<file path="src/bp_pkg.sv">
// branch predictor shared widths, branch kind codes and counter constants
package bp_pkg;

    // word address width for pc and next pc
    localparam int PC_W = 30;

    // branch kind encoding
    localparam int KIND_W = 3;

    localparam logic [KIND_W-1:0] KIND_NOT_JUMP = 3'd0;
    localparam logic [KIND_W-1:0] KIND_DIRECT   = 3'd1;
    localparam logic [KIND_W-1:0] KIND_CALL     = 3'd2;
    localparam logic [KIND_W-1:0] KIND_RET      = 3'd3;
    localparam logic [KIND_W-1:0] KIND_INDIRECT = 3'd4;
    localparam logic [KIND_W-1:0] KIND_OTHER    = 3'd5;

    // direction counters
    localparam int CNT_W = 2;

    // weakly not-taken
    localparam logic [CNT_W-1:0] CNT_INIT = 2'd1;

endpackage

</file>
<file path="src/ex_buffer.sv">
// execute-side record queue that pairs resolved branches into one update per fetch packet
`timescale 1ns/1ps

module ex_buffer #(
    parameter int DEPTH = 4
) (
    input  logic                      clk,
    input  logic                      rstn,
    input  logic                      single,
    input  logic                      stall,
    input  logic                      taken_pdc_0,
    input  logic [bp_pkg::KIND_W-1:0] kind_pdc_0,
    input  logic [bp_pkg::PC_W-1:0]   npc_pdc_0,
    input  logic                      taken_ex_0,
    input  logic [bp_pkg::KIND_W-1:0] kind_ex_0,
    input  logic [bp_pkg::PC_W-1:0]   npc_ex_0,
    input  logic [bp_pkg::PC_W-1:0]   pc_ex_0,
    input  logic                      taken_pdc_1,
    input  logic [bp_pkg::KIND_W-1:0] kind_pdc_1,
    input  logic [bp_pkg::PC_W-1:0]   npc_pdc_1,
    input  logic                      taken_ex_1,
    input  logic [bp_pkg::KIND_W-1:0] kind_ex_1,
    input  logic [bp_pkg::PC_W-1:0]   npc_ex_1,
    input  logic [bp_pkg::PC_W-1:0]   pc_ex_1,
    output logic                      update_en,
    output logic [bp_pkg::PC_W-1:0]   upd_pc,
    output logic                      upd_taken_pdc,
    output logic [bp_pkg::KIND_W-1:0] upd_kind_pdc,
    output logic [bp_pkg::PC_W-1:0]   upd_npc_pdc,
    output logic                      upd_taken_ex,
    output logic [bp_pkg::KIND_W-1:0] upd_kind_ex,
    output logic [bp_pkg::PC_W-1:0]   upd_npc_ex
);
    import bp_pkg::*;

    localparam int PTR_W    = (DEPTH > 1) ? $clog2(DEPTH) : 1;
    localparam int CNT_BITS = $clog2(DEPTH + 1);

    // one array per record field
    logic              q_taken_pdc [DEPTH];
    logic [KIND_W-1:0] q_kind_pdc  [DEPTH];
    logic [PC_W-1:0]   q_npc_pdc   [DEPTH];
    logic              q_taken_ex  [DEPTH];
    logic [KIND_W-1:0] q_kind_ex   [DEPTH];
    logic [PC_W-1:0]   q_npc_ex    [DEPTH];
    logic [PC_W-1:0]   q_pc        [DEPTH];

    logic [PTR_W-1:0]    head;
    logic [CNT_BITS-1:0] count;
    logic [PTR_W-1:0]    second;
    logic [PTR_W-1:0]    tail;
    logic [PTR_W-1:0]    tail_1;
    logic                head_odd;
    logic [1:0]          n_push;
    logic [1:0]          n_pop;

    function automatic logic [PTR_W-1:0] wrap_add(input logic [PTR_W-1:0] base,
                                                  input int unsigned off);
        int unsigned sum;
        sum = base + off;
        if (sum >= DEPTH) begin
            sum = sum - DEPTH;
        end
        return PTR_W'(sum);
    endfunction

    // first jump kind found in either record wins
    function automatic logic [KIND_W-1:0] merge_kind(input logic [KIND_W-1:0] a,
                                                     input logic [KIND_W-1:0] b);
        if (a == KIND_DIRECT || b == KIND_DIRECT) return KIND_DIRECT;
        if (a == KIND_CALL || b == KIND_CALL) return KIND_CALL;
        if (a == KIND_RET || b == KIND_RET) return KIND_RET;
        if (a == KIND_INDIRECT || b == KIND_INDIRECT) return KIND_INDIRECT;
        if (a == KIND_OTHER || b == KIND_OTHER) return KIND_OTHER;
        return KIND_NOT_JUMP;
    endfunction

    assign second   = wrap_add(head, 1);
    assign tail     = wrap_add(head, count);
    assign tail_1   = wrap_add(tail, 1);
    assign head_odd = q_pc[head][0];

    // slot 1 head is a packet alone, slot 0 head needs its partner
    assign update_en = (count != '0) && (head_odd || count >= CNT_BITS'(2));

    assign n_push = stall ? 2'd0 : (single ? 2'd1 : 2'd2);
    assign n_pop  = !update_en ? 2'd0 : (head_odd ? 2'd1 : 2'd2);

    always_comb begin
        upd_pc        = q_pc[head];
        upd_taken_pdc = q_taken_pdc[head];
        upd_kind_pdc  = q_kind_pdc[head];
        upd_npc_pdc   = q_npc_pdc[head];
        if (head_odd) begin
            upd_taken_ex = q_taken_ex[head];
            upd_kind_ex  = q_kind_ex[head];
            upd_npc_ex   = q_npc_ex[head];
        end else begin
            upd_taken_ex = q_taken_ex[head] | q_taken_ex[second];
            upd_kind_ex  = merge_kind(q_kind_ex[head], q_kind_ex[second]);
            upd_npc_ex   = q_taken_ex[head] ? q_npc_ex[head] : q_npc_ex[second];
        end
    end

    always_ff @(posedge clk) begin
        if (!rstn) begin
            head  <= '0;
            count <= '0;
        end else begin
            head  <= wrap_add(head, n_pop);
            count <= CNT_BITS'(count + n_push - n_pop);
        end
    end

    // slot 0 goes first, slot 1 behind it
    always_ff @(posedge clk) begin
        if (!stall) begin
            q_taken_pdc[tail] <= taken_pdc_0;
            q_kind_pdc[tail]  <= kind_pdc_0;
            q_npc_pdc[tail]   <= npc_pdc_0;
            q_taken_ex[tail]  <= taken_ex_0;
            q_kind_ex[tail]   <= kind_ex_0;
            q_npc_ex[tail]    <= npc_ex_0;
            q_pc[tail]        <= pc_ex_0;
            if (!single) begin
                q_taken_pdc[tail_1] <= taken_pdc_1;
                q_kind_pdc[tail_1]  <= kind_pdc_1;
                q_npc_pdc[tail_1]   <= npc_pdc_1;
                q_taken_ex[tail_1]  <= taken_ex_1;
                q_kind_ex[tail_1]   <= kind_ex_1;
                q_npc_ex[tail_1]    <= npc_ex_1;
                q_pc[tail_1]        <= pc_ex_1;
            end
        end
    end

    // producer must leave room for its pushes
    assert property (@(posedge clk) disable iff (!rstn)
        int'(count) + int'(n_push) - int'(n_pop) <= DEPTH)
        else $error("ex_buffer overflow");

    // a paired slot 0 head is followed by the slot 1 word of the same packet
    assert property (@(posedge clk) disable iff (!rstn)
        update_en && !head_odd |-> q_pc[second] == {q_pc[head][PC_W-1:1], 1'b1})
        else $error("ex_buffer slot 0 head without its partner");

endmodule

</file>
<file path="src/bp_resolve.sv">
// packet mispredict check and redirect pc generation
`timescale 1ns/1ps

module bp_resolve (
    input  logic                    update_en,
    input  logic [bp_pkg::PC_W-1:0] upd_pc,
    input  logic                    upd_taken_pdc,
    input  logic [bp_pkg::PC_W-1:0] upd_npc_pdc,
    input  logic                    upd_taken_ex,
    input  logic [bp_pkg::PC_W-1:0] upd_npc_ex,
    output logic                    mispredict,
    output logic [bp_pkg::PC_W-1:0] redirect_pc
);
    import bp_pkg::*;

    logic            dir_wrong;
    logic            target_wrong;
    logic [PC_W-1:0] fall_through;

    assign dir_wrong    = upd_taken_pdc != upd_taken_ex;
    assign target_wrong = upd_taken_pdc && upd_taken_ex && (upd_npc_pdc != upd_npc_ex);

    // next packet after the aligned pair
    assign fall_through = {upd_pc[PC_W-1:1], 1'b0} + PC_W'(2);

    assign mispredict  = update_en && (dir_wrong || target_wrong);
    assign redirect_pc = upd_taken_ex ? upd_npc_ex : fall_through;

endmodule

</file>
<file path="src/bp_pht.sv">
// pattern history table of 2-bit saturating direction counters
`timescale 1ns/1ps

module bp_pht #(
    parameter int INDEX_W = 6
) (
    input  logic                     clk,
    input  logic                     rstn,
    input  logic                     update_en,
    input  logic [bp_pkg::PC_W-1:0]  upd_pc,
    input  logic                     upd_taken_ex,
    input  logic [bp_pkg::PC_W-1:0]  lookup_pc,
    output logic [bp_pkg::CNT_W-1:0] lookup_cnt
);
    import bp_pkg::*;

    localparam int ENTRIES = 1 << INDEX_W;

    logic [CNT_W-1:0]   cnt [ENTRIES];
    logic [INDEX_W-1:0] upd_idx;
    logic [INDEX_W-1:0] look_idx;
    logic [CNT_W-1:0]   cur;
    logic [CNT_W-1:0]   nxt;

    // packet index, slot bit dropped
    assign upd_idx  = upd_pc[INDEX_W:1];
    assign look_idx = lookup_pc[INDEX_W:1];
    assign cur      = cnt[upd_idx];

    always_comb begin
        nxt = cur;
        if (upd_taken_ex) begin
            if (cur != '1) begin
                nxt = cur + 1'b1;
            end
        end else if (cur != '0) begin
            nxt = cur - 1'b1;
        end
    end

    always_ff @(posedge clk) begin
        if (!rstn) begin
            for (int i = 0; i < ENTRIES; i++) begin
                cnt[i] <= CNT_INIT;
            end
        end else if (update_en) begin
            cnt[upd_idx] <= nxt;
        end
    end

    assign lookup_cnt = cnt[look_idx];

endmodule

</file>
<file path="src/bp_btb.sv">
// direct-mapped tagged branch target buffer holding target and kind
`timescale 1ns/1ps

module bp_btb #(
    parameter int INDEX_W = 6,
    parameter int TAG_W   = 8
) (
    input  logic                      clk,
    input  logic                      rstn,
    input  logic                      update_en,
    input  logic [bp_pkg::PC_W-1:0]   upd_pc,
    input  logic                      upd_taken_ex,
    input  logic [bp_pkg::KIND_W-1:0] upd_kind_ex,
    input  logic [bp_pkg::PC_W-1:0]   upd_npc_ex,
    input  logic [bp_pkg::PC_W-1:0]   lookup_pc,
    output logic                      btb_hit,
    output logic [bp_pkg::PC_W-1:0]   pred_target,
    output logic [bp_pkg::KIND_W-1:0] pred_kind
);
    import bp_pkg::*;

    localparam int ENTRIES = 1 << INDEX_W;

    if (INDEX_W + TAG_W + 1 > PC_W) begin : g_width_check
        $error("BTB index and tag do not fit in the pc");
    end

    logic              valid      [ENTRIES];
    logic [TAG_W-1:0]  tag_mem    [ENTRIES];
    logic [PC_W-1:0]   target_mem [ENTRIES];
    logic [KIND_W-1:0] kind_mem   [ENTRIES];

    logic [INDEX_W-1:0] upd_idx;
    logic [TAG_W-1:0]   upd_tag;
    logic [INDEX_W-1:0] look_idx;
    logic [TAG_W-1:0]   look_tag;
    logic               wr_en;

    assign upd_idx  = upd_pc[INDEX_W:1];
    assign upd_tag  = upd_pc[INDEX_W+TAG_W:INDEX_W+1];
    assign look_idx = lookup_pc[INDEX_W:1];
    assign look_tag = lookup_pc[INDEX_W+TAG_W:INDEX_W+1];

    // only taken packets allocate
    assign wr_en = update_en && upd_taken_ex;

    always_ff @(posedge clk) begin
        if (!rstn) begin
            for (int i = 0; i < ENTRIES; i++) begin
                valid[i] <= 1'b0;
            end
        end else if (wr_en) begin
            valid[upd_idx] <= 1'b1;
        end
    end

    always_ff @(posedge clk) begin
        if (wr_en) begin
            tag_mem[upd_idx]    <= upd_tag;
            target_mem[upd_idx] <= upd_npc_ex;
            kind_mem[upd_idx]   <= upd_kind_ex;
        end
    end

    assign btb_hit     = valid[look_idx] && (tag_mem[look_idx] == look_tag);
    assign pred_target = target_mem[look_idx];
    assign pred_kind   = kind_mem[look_idx];

endmodule

</file>
<file path="src/bp_update_top.sv">
// branch prediction update path with the record queue feeding resolver, pht and btb
`timescale 1ns/1ps

module bp_update_top #(
    parameter int DEPTH   = 4,
    parameter int INDEX_W = 6,
    parameter int TAG_W   = 8
) (
    input  logic                      clk,
    input  logic                      rstn,
    input  logic                      single,
    input  logic                      stall,
    input  logic                      taken_pdc_0,
    input  logic [bp_pkg::KIND_W-1:0] kind_pdc_0,
    input  logic [bp_pkg::PC_W-1:0]   npc_pdc_0,
    input  logic                      taken_ex_0,
    input  logic [bp_pkg::KIND_W-1:0] kind_ex_0,
    input  logic [bp_pkg::PC_W-1:0]   npc_ex_0,
    input  logic [bp_pkg::PC_W-1:0]   pc_ex_0,
    input  logic                      taken_pdc_1,
    input  logic [bp_pkg::KIND_W-1:0] kind_pdc_1,
    input  logic [bp_pkg::PC_W-1:0]   npc_pdc_1,
    input  logic                      taken_ex_1,
    input  logic [bp_pkg::KIND_W-1:0] kind_ex_1,
    input  logic [bp_pkg::PC_W-1:0]   npc_ex_1,
    input  logic [bp_pkg::PC_W-1:0]   pc_ex_1,
    input  logic [bp_pkg::PC_W-1:0]   lookup_pc,
    output logic                      update_en,
    output logic [bp_pkg::KIND_W-1:0] upd_kind_ex,
    output logic                      upd_taken_ex,
    output logic [bp_pkg::PC_W-1:0]   upd_npc_ex,
    output logic                      mispredict,
    output logic [bp_pkg::PC_W-1:0]   redirect_pc,
    output logic                      pred_taken,
    output logic [bp_pkg::PC_W-1:0]   pred_target,
    output logic [bp_pkg::KIND_W-1:0] pred_kind,
    output logic                      btb_hit
);
    import bp_pkg::*;

    logic [PC_W-1:0]  upd_pc;
    logic             upd_taken_pdc;
    logic [PC_W-1:0]  upd_npc_pdc;
    logic [CNT_W-1:0] lookup_cnt;

    ex_buffer #(
        .DEPTH (DEPTH)
    ) u_ex_buffer (
        .clk           (clk),
        .rstn          (rstn),
        .single        (single),
        .stall         (stall),
        .taken_pdc_0   (taken_pdc_0),
        .kind_pdc_0    (kind_pdc_0),
        .npc_pdc_0     (npc_pdc_0),
        .taken_ex_0    (taken_ex_0),
        .kind_ex_0     (kind_ex_0),
        .npc_ex_0      (npc_ex_0),
        .pc_ex_0       (pc_ex_0),
        .taken_pdc_1   (taken_pdc_1),
        .kind_pdc_1    (kind_pdc_1),
        .npc_pdc_1     (npc_pdc_1),
        .taken_ex_1    (taken_ex_1),
        .kind_ex_1     (kind_ex_1),
        .npc_ex_1      (npc_ex_1),
        .pc_ex_1       (pc_ex_1),
        .update_en     (update_en),
        .upd_pc        (upd_pc),
        .upd_taken_pdc (upd_taken_pdc),
        // predicted kind has no consumer without a chooser
        .upd_kind_pdc  (),
        .upd_npc_pdc   (upd_npc_pdc),
        .upd_taken_ex  (upd_taken_ex),
        .upd_kind_ex   (upd_kind_ex),
        .upd_npc_ex    (upd_npc_ex)
    );

    bp_resolve u_resolve (
        .update_en     (update_en),
        .upd_pc        (upd_pc),
        .upd_taken_pdc (upd_taken_pdc),
        .upd_npc_pdc   (upd_npc_pdc),
        .upd_taken_ex  (upd_taken_ex),
        .upd_npc_ex    (upd_npc_ex),
        .mispredict    (mispredict),
        .redirect_pc   (redirect_pc)
    );

    bp_pht #(
        .INDEX_W (INDEX_W)
    ) u_pht (
        .clk          (clk),
        .rstn         (rstn),
        .update_en    (update_en),
        .upd_pc       (upd_pc),
        .upd_taken_ex (upd_taken_ex),
        .lookup_pc    (lookup_pc),
        .lookup_cnt   (lookup_cnt)
    );

    bp_btb #(
        .INDEX_W (INDEX_W),
        .TAG_W   (TAG_W)
    ) u_btb (
        .clk          (clk),
        .rstn         (rstn),
        .update_en    (update_en),
        .upd_pc       (upd_pc),
        .upd_taken_ex (upd_taken_ex),
        .upd_kind_ex  (upd_kind_ex),
        .upd_npc_ex   (upd_npc_ex),
        .lookup_pc    (lookup_pc),
        .btb_hit      (btb_hit),
        .pred_target  (pred_target),
        .pred_kind    (pred_kind)
    );

    // taken only with a known target
    assign pred_taken = btb_hit && lookup_cnt[1];

endmodule

</file>
<file path="config.mk">
export PLATFORM = sky130hd
export DESIGN_NAME = bp_update_top
export DESIGN_NICKNAME = d
export VERILOG_FILES = /design/src/bp_pkg.sv /design/src/ex_buffer.sv /design/src/bp_resolve.sv /design/src/bp_pht.sv /design/src/bp_btb.sv /design/src/bp_update_top.sv
export SDC_FILE = /design/constraint.sdc
export NUM_CORES = 2
export LEC_CHECK = 0
export BUFFER_PORTS_ARGS = -buffer_cell sky130_fd_sc_hd__buf_4
export CAP_MARGIN = 20
export CORE_MARGIN = 3
export CORE_UTILIZATION = 60
export DETAILED_ROUTE_END_ITERATION = 10
export PLACE_DENSITY = 0.77
export SLEW_MARGIN = 20
export SYNTH_ARGS = -nofsm -noshare
export SYNTH_HDL_FRONTEND = slang
export SYNTH_SLANG_ARGS = --single-unit
</file>
<file path="constraint.sdc">
create_clock -name clk -period 24.7 [get_ports clk]
set_input_delay 2.47 -clock clk [delete_from_list [all_inputs] [get_ports clk]]
set_output_delay 2.47 -clock clk [all_outputs]
set_load 0.005 [all_outputs]
</file>
==> flow_summary.json <==
{
  "ioPinCount": 331,
  "hold_viol_final": 0,
  "synth_seq_cells": 3201,
  "cp-startpoint": "lookup_pc[1]",
  "endpoint_kind": "primary output",
  "root_buffer": "clkbuf_16",
  "cp_cell_sequence": "buf_8 > buf_4 > buf_4 > buf_4 > buf_4 > buf_12 > mux4_2 > mux4_2 > mux2i_1 > o21ai_0 > buf_4",
  "rsz0062_at_grt": "false",
  "cts_inserted_buffers": 327,
  "dp_hpwl_mm": 185,
  "post-place-cells": 9085,
  "ys.flop_type": "edfxtp_1",
  "critPathKind": "in -> out",
  "dr.pass1.iters": 6,
  "min_period_over_period_pct": 44.1,
  "grt_start_max_net_pins": 156,
  "worstPathArrival_ns": 8.43,
  "synth-seq-area-share_pct": 73.1,
  "crit_top_cell": "buf_4",
  "hold_buffers": 0,
  "dieHeight_um": 472,
  "gp_congestion": 0.850,
  "cpPeakStageDelay_ns": 0.84,
  "fin_nets": 6823,
  "cts_setup_buffers": 0,
  "slowest_stage": "buf_4",
  "post-route-drc-count": 0,
  "slew_viol_final": 0,
  "synth.distinct_cells": 73,
  "dieArea_sq_um": 223000,
  "num_rows": 170,
  "cap_violations": 0,
  "grtUsageTotal_pct": 34.4,
  "slew_headroom_pct": 18.5,
  "overflow": 0,
  "area_growth_syn_to_layout_pct": 13.0,
  "cp_top_family": "buffers and inverters",
  "hold_end": "u_btb.valid[46]",
  "setup_viol": 0,
  "via_per_inst": 7.27,
  "crit_required_ns": 22.23,
  "status": "finished clean",
  "synth_edf_count": 3132,
  "syn_avg_cell_area_sq_um": 21.2,
  "vdd_drop_max_v": 0.000130,
  "post_drt_wl_per_cell_um": 39.4,
  "grt_pass1_wl_mm": 536,
  "synthCells": 6145,
  "powerDensity_nw_per_um2": 119,
  "path_buf_inv": 7,
  "drtAntennaViolNets": 0,
  "start_util_pct": 60.6,
  "reg2reg_slack_ns": 18.10,
  "leakage_nw": 46.7,
  "clock_sinks": 3201,
  "hold_depth": 1,
  "drt-total-wl_mm": 381,
  "die_x_um": 472,
  "syn_nets": 6383,
  "yosysTopAreaCellShare_pct": 72.0,
  "tritoncts": "done",
  "r2r-start": "u_ex_buffer.head[0]",
  "max_freq_mhz": 91.7,
  "drive_gt1_share_pct": 35.7,
  "drtIter0Drc": 11313,
  "vias": 70286,
  "path_clk_slew_ns": 0.06,
  "htreeDepth": 5,
  "hp-start": "u_btb.valid[46]",
  "start_kind": "primary input",
  "fin_crit_ns": 10.90,
  "synth_area_sq_um": 131000,
  "reg2reg_to": "u_btb.kind_mem[39][1]",
  "synthArstFlopShare_pct": 0,
  "yosysWarnings": 0,
  "hp-class": "reg -> reg",
  "stdcell_count": 9668,
  "hold_slack_ns": 0.468,
  "timing.final.ws_setup_ns": 13.80,
  "yosys-top-cells-area": "edfxtp_1, mux4_2, mux2_2",
  "synth_top_area_cell": "edfxtp_1",
  "final.setup.tns_ns": 0,
  "cts.repair.resized": 0,
  "cp_max_fo": 69,
  "pre_cts_ws_ns": 13.64,
  "clk_latency_ns": 0.97,
  "worstMarginPinSlew_ns": 1.22,
  "antenna_found_initial": 39,
  "port_buffers": 308,
  "skew_ns": 0.0844,
  "rr_worst_depth": 9,
  "grt_pass1_vias": 70740,
  "coreArea_sq_um": 215000,
  "clk_path_buf_depth": 4
}
[through the flow]
step                instance area [sq um]  total power (W)  utilization (%)
finish                             147000           0.0176             68.4
CTS                                147000           0.0175             68.3
floorplan                          131000           0.0108                -
global route                       147000           0.0181             68.4
global placement                   137000           0.0125             63.6
detailed placement                 137000           0.0127             63.7
[placed cells by master (no fill, tap or decap), drive strengths merged, types with 63 or more instances in the layout]
cell	n
dfxtp	69
nand2	210
nor2	194
nand3	105
buf	503
edfxtp	3132
mux2	427
clkbuf	412
clkinv	111
o21a	76
mux4	956
mux2i	63
[sequential cells by signal, summed over array words and instances (netlist names)]
signal                   flops
u_btb.target_mem          1920
u_ex_buffer.q_taken_pdc      4
u_pht.cnt                  128
u_ex_buffer.q_npc_ex       120
u_btb.tag_mem              512
u_btb.valid                 64
u_btb.kind_mem             192
u_ex_buffer.q_npc_pdc      120
u_ex_buffer.count            3
u_ex_buffer.q_taken_ex       4
u_ex_buffer.head             2
u_ex_buffer.q_pc           120
u_ex_buffer.q_kind_ex       12
[worst max path at each step]
stage,end,slack (ns),cells after the start
2_1_floorplan,u_ex_buffer.q_kind_ex[0][0],14.55,1
3_3_place_gp,pred_target[24],13.63,9
3_5_place_dp,pred_target[24],13.64,9
4_1_cts,pred_kind[2],13.52,9
5_1_grt,pred_target[0],13.22,9
6_report,pred_target[16],13.80,11
[synthesized netlist by cell type, drive strengths merged, types with 7 or more instances]
cell type,n
nand2b,17
nand3,105
o2111ai,29
nand2,210
a31oi,12
nand4,13
or2,8
xor2,14
a21oi,51
nor3,29
or3,7
nor2b,13
o211ai,39
dfxtp,69
o21a,76
edfxtp,3132
nor4,16
nor2,194
o21bai,8
o211a,22
or4b,22
inv,20
clkbuf,180
buf,213
nand3b,13
xnor2,42
and2,10
mux2i,63
o21ai,41
o221ai,18
mux4,956
mux2,427
[power by group]
part / internal (W) / switching, W
sequential: 0.00792 / 0.000129
clock: 0.00273 / 0.00208
combinational: 0.00122 / 0.00354
[worst reg2reg max path, cell delays in order (launching register included)]
cell	delay, ns
dfxtp_4	0.66
mux4_4	1.00
buf_4	0.51
nor3_1	0.44
a221oi_4	0.05
buf_4	0.37
nor2_1	0.74
nand2_1	0.67
nor2_4	0.97
buf_4	0.79
[per-layer routing]
metal	global-route usage [%]	up-vias	wire (um)	share of wire (%)
li1	-	26746	-	-
met1	44.0	36310	124000	33
met2	54.5	5987	184000	48
met3	9.39	1191	49100	13
met4	18.1	52	23500	6.2
met5	0	-	361	0.095
[kinds of logic after synthesis]
group,after synthesis,synth area share [%]
and+or+nand+nor,677,2.46
muxes,1446,20.7
xor gates and xnor gates,56,0.376
buffers and inverters,415,1.40
adders and majority gates,10,0.104
DFF,3201,73.1
AOI/OAI and AO/OA,340,1.90
[area by class of cell]
class	instances	area (sq um)
antenna	12	30.0
clock buffer	411	8680
clock inverter	151	1370
fill	12509	68000
inverter	22	82.6
multi-input combinational	2529	34200
sequential	3201	95400
tap	2838	3550
timing repair buffer	504	4160
Power figures use the tool's default switching activity.
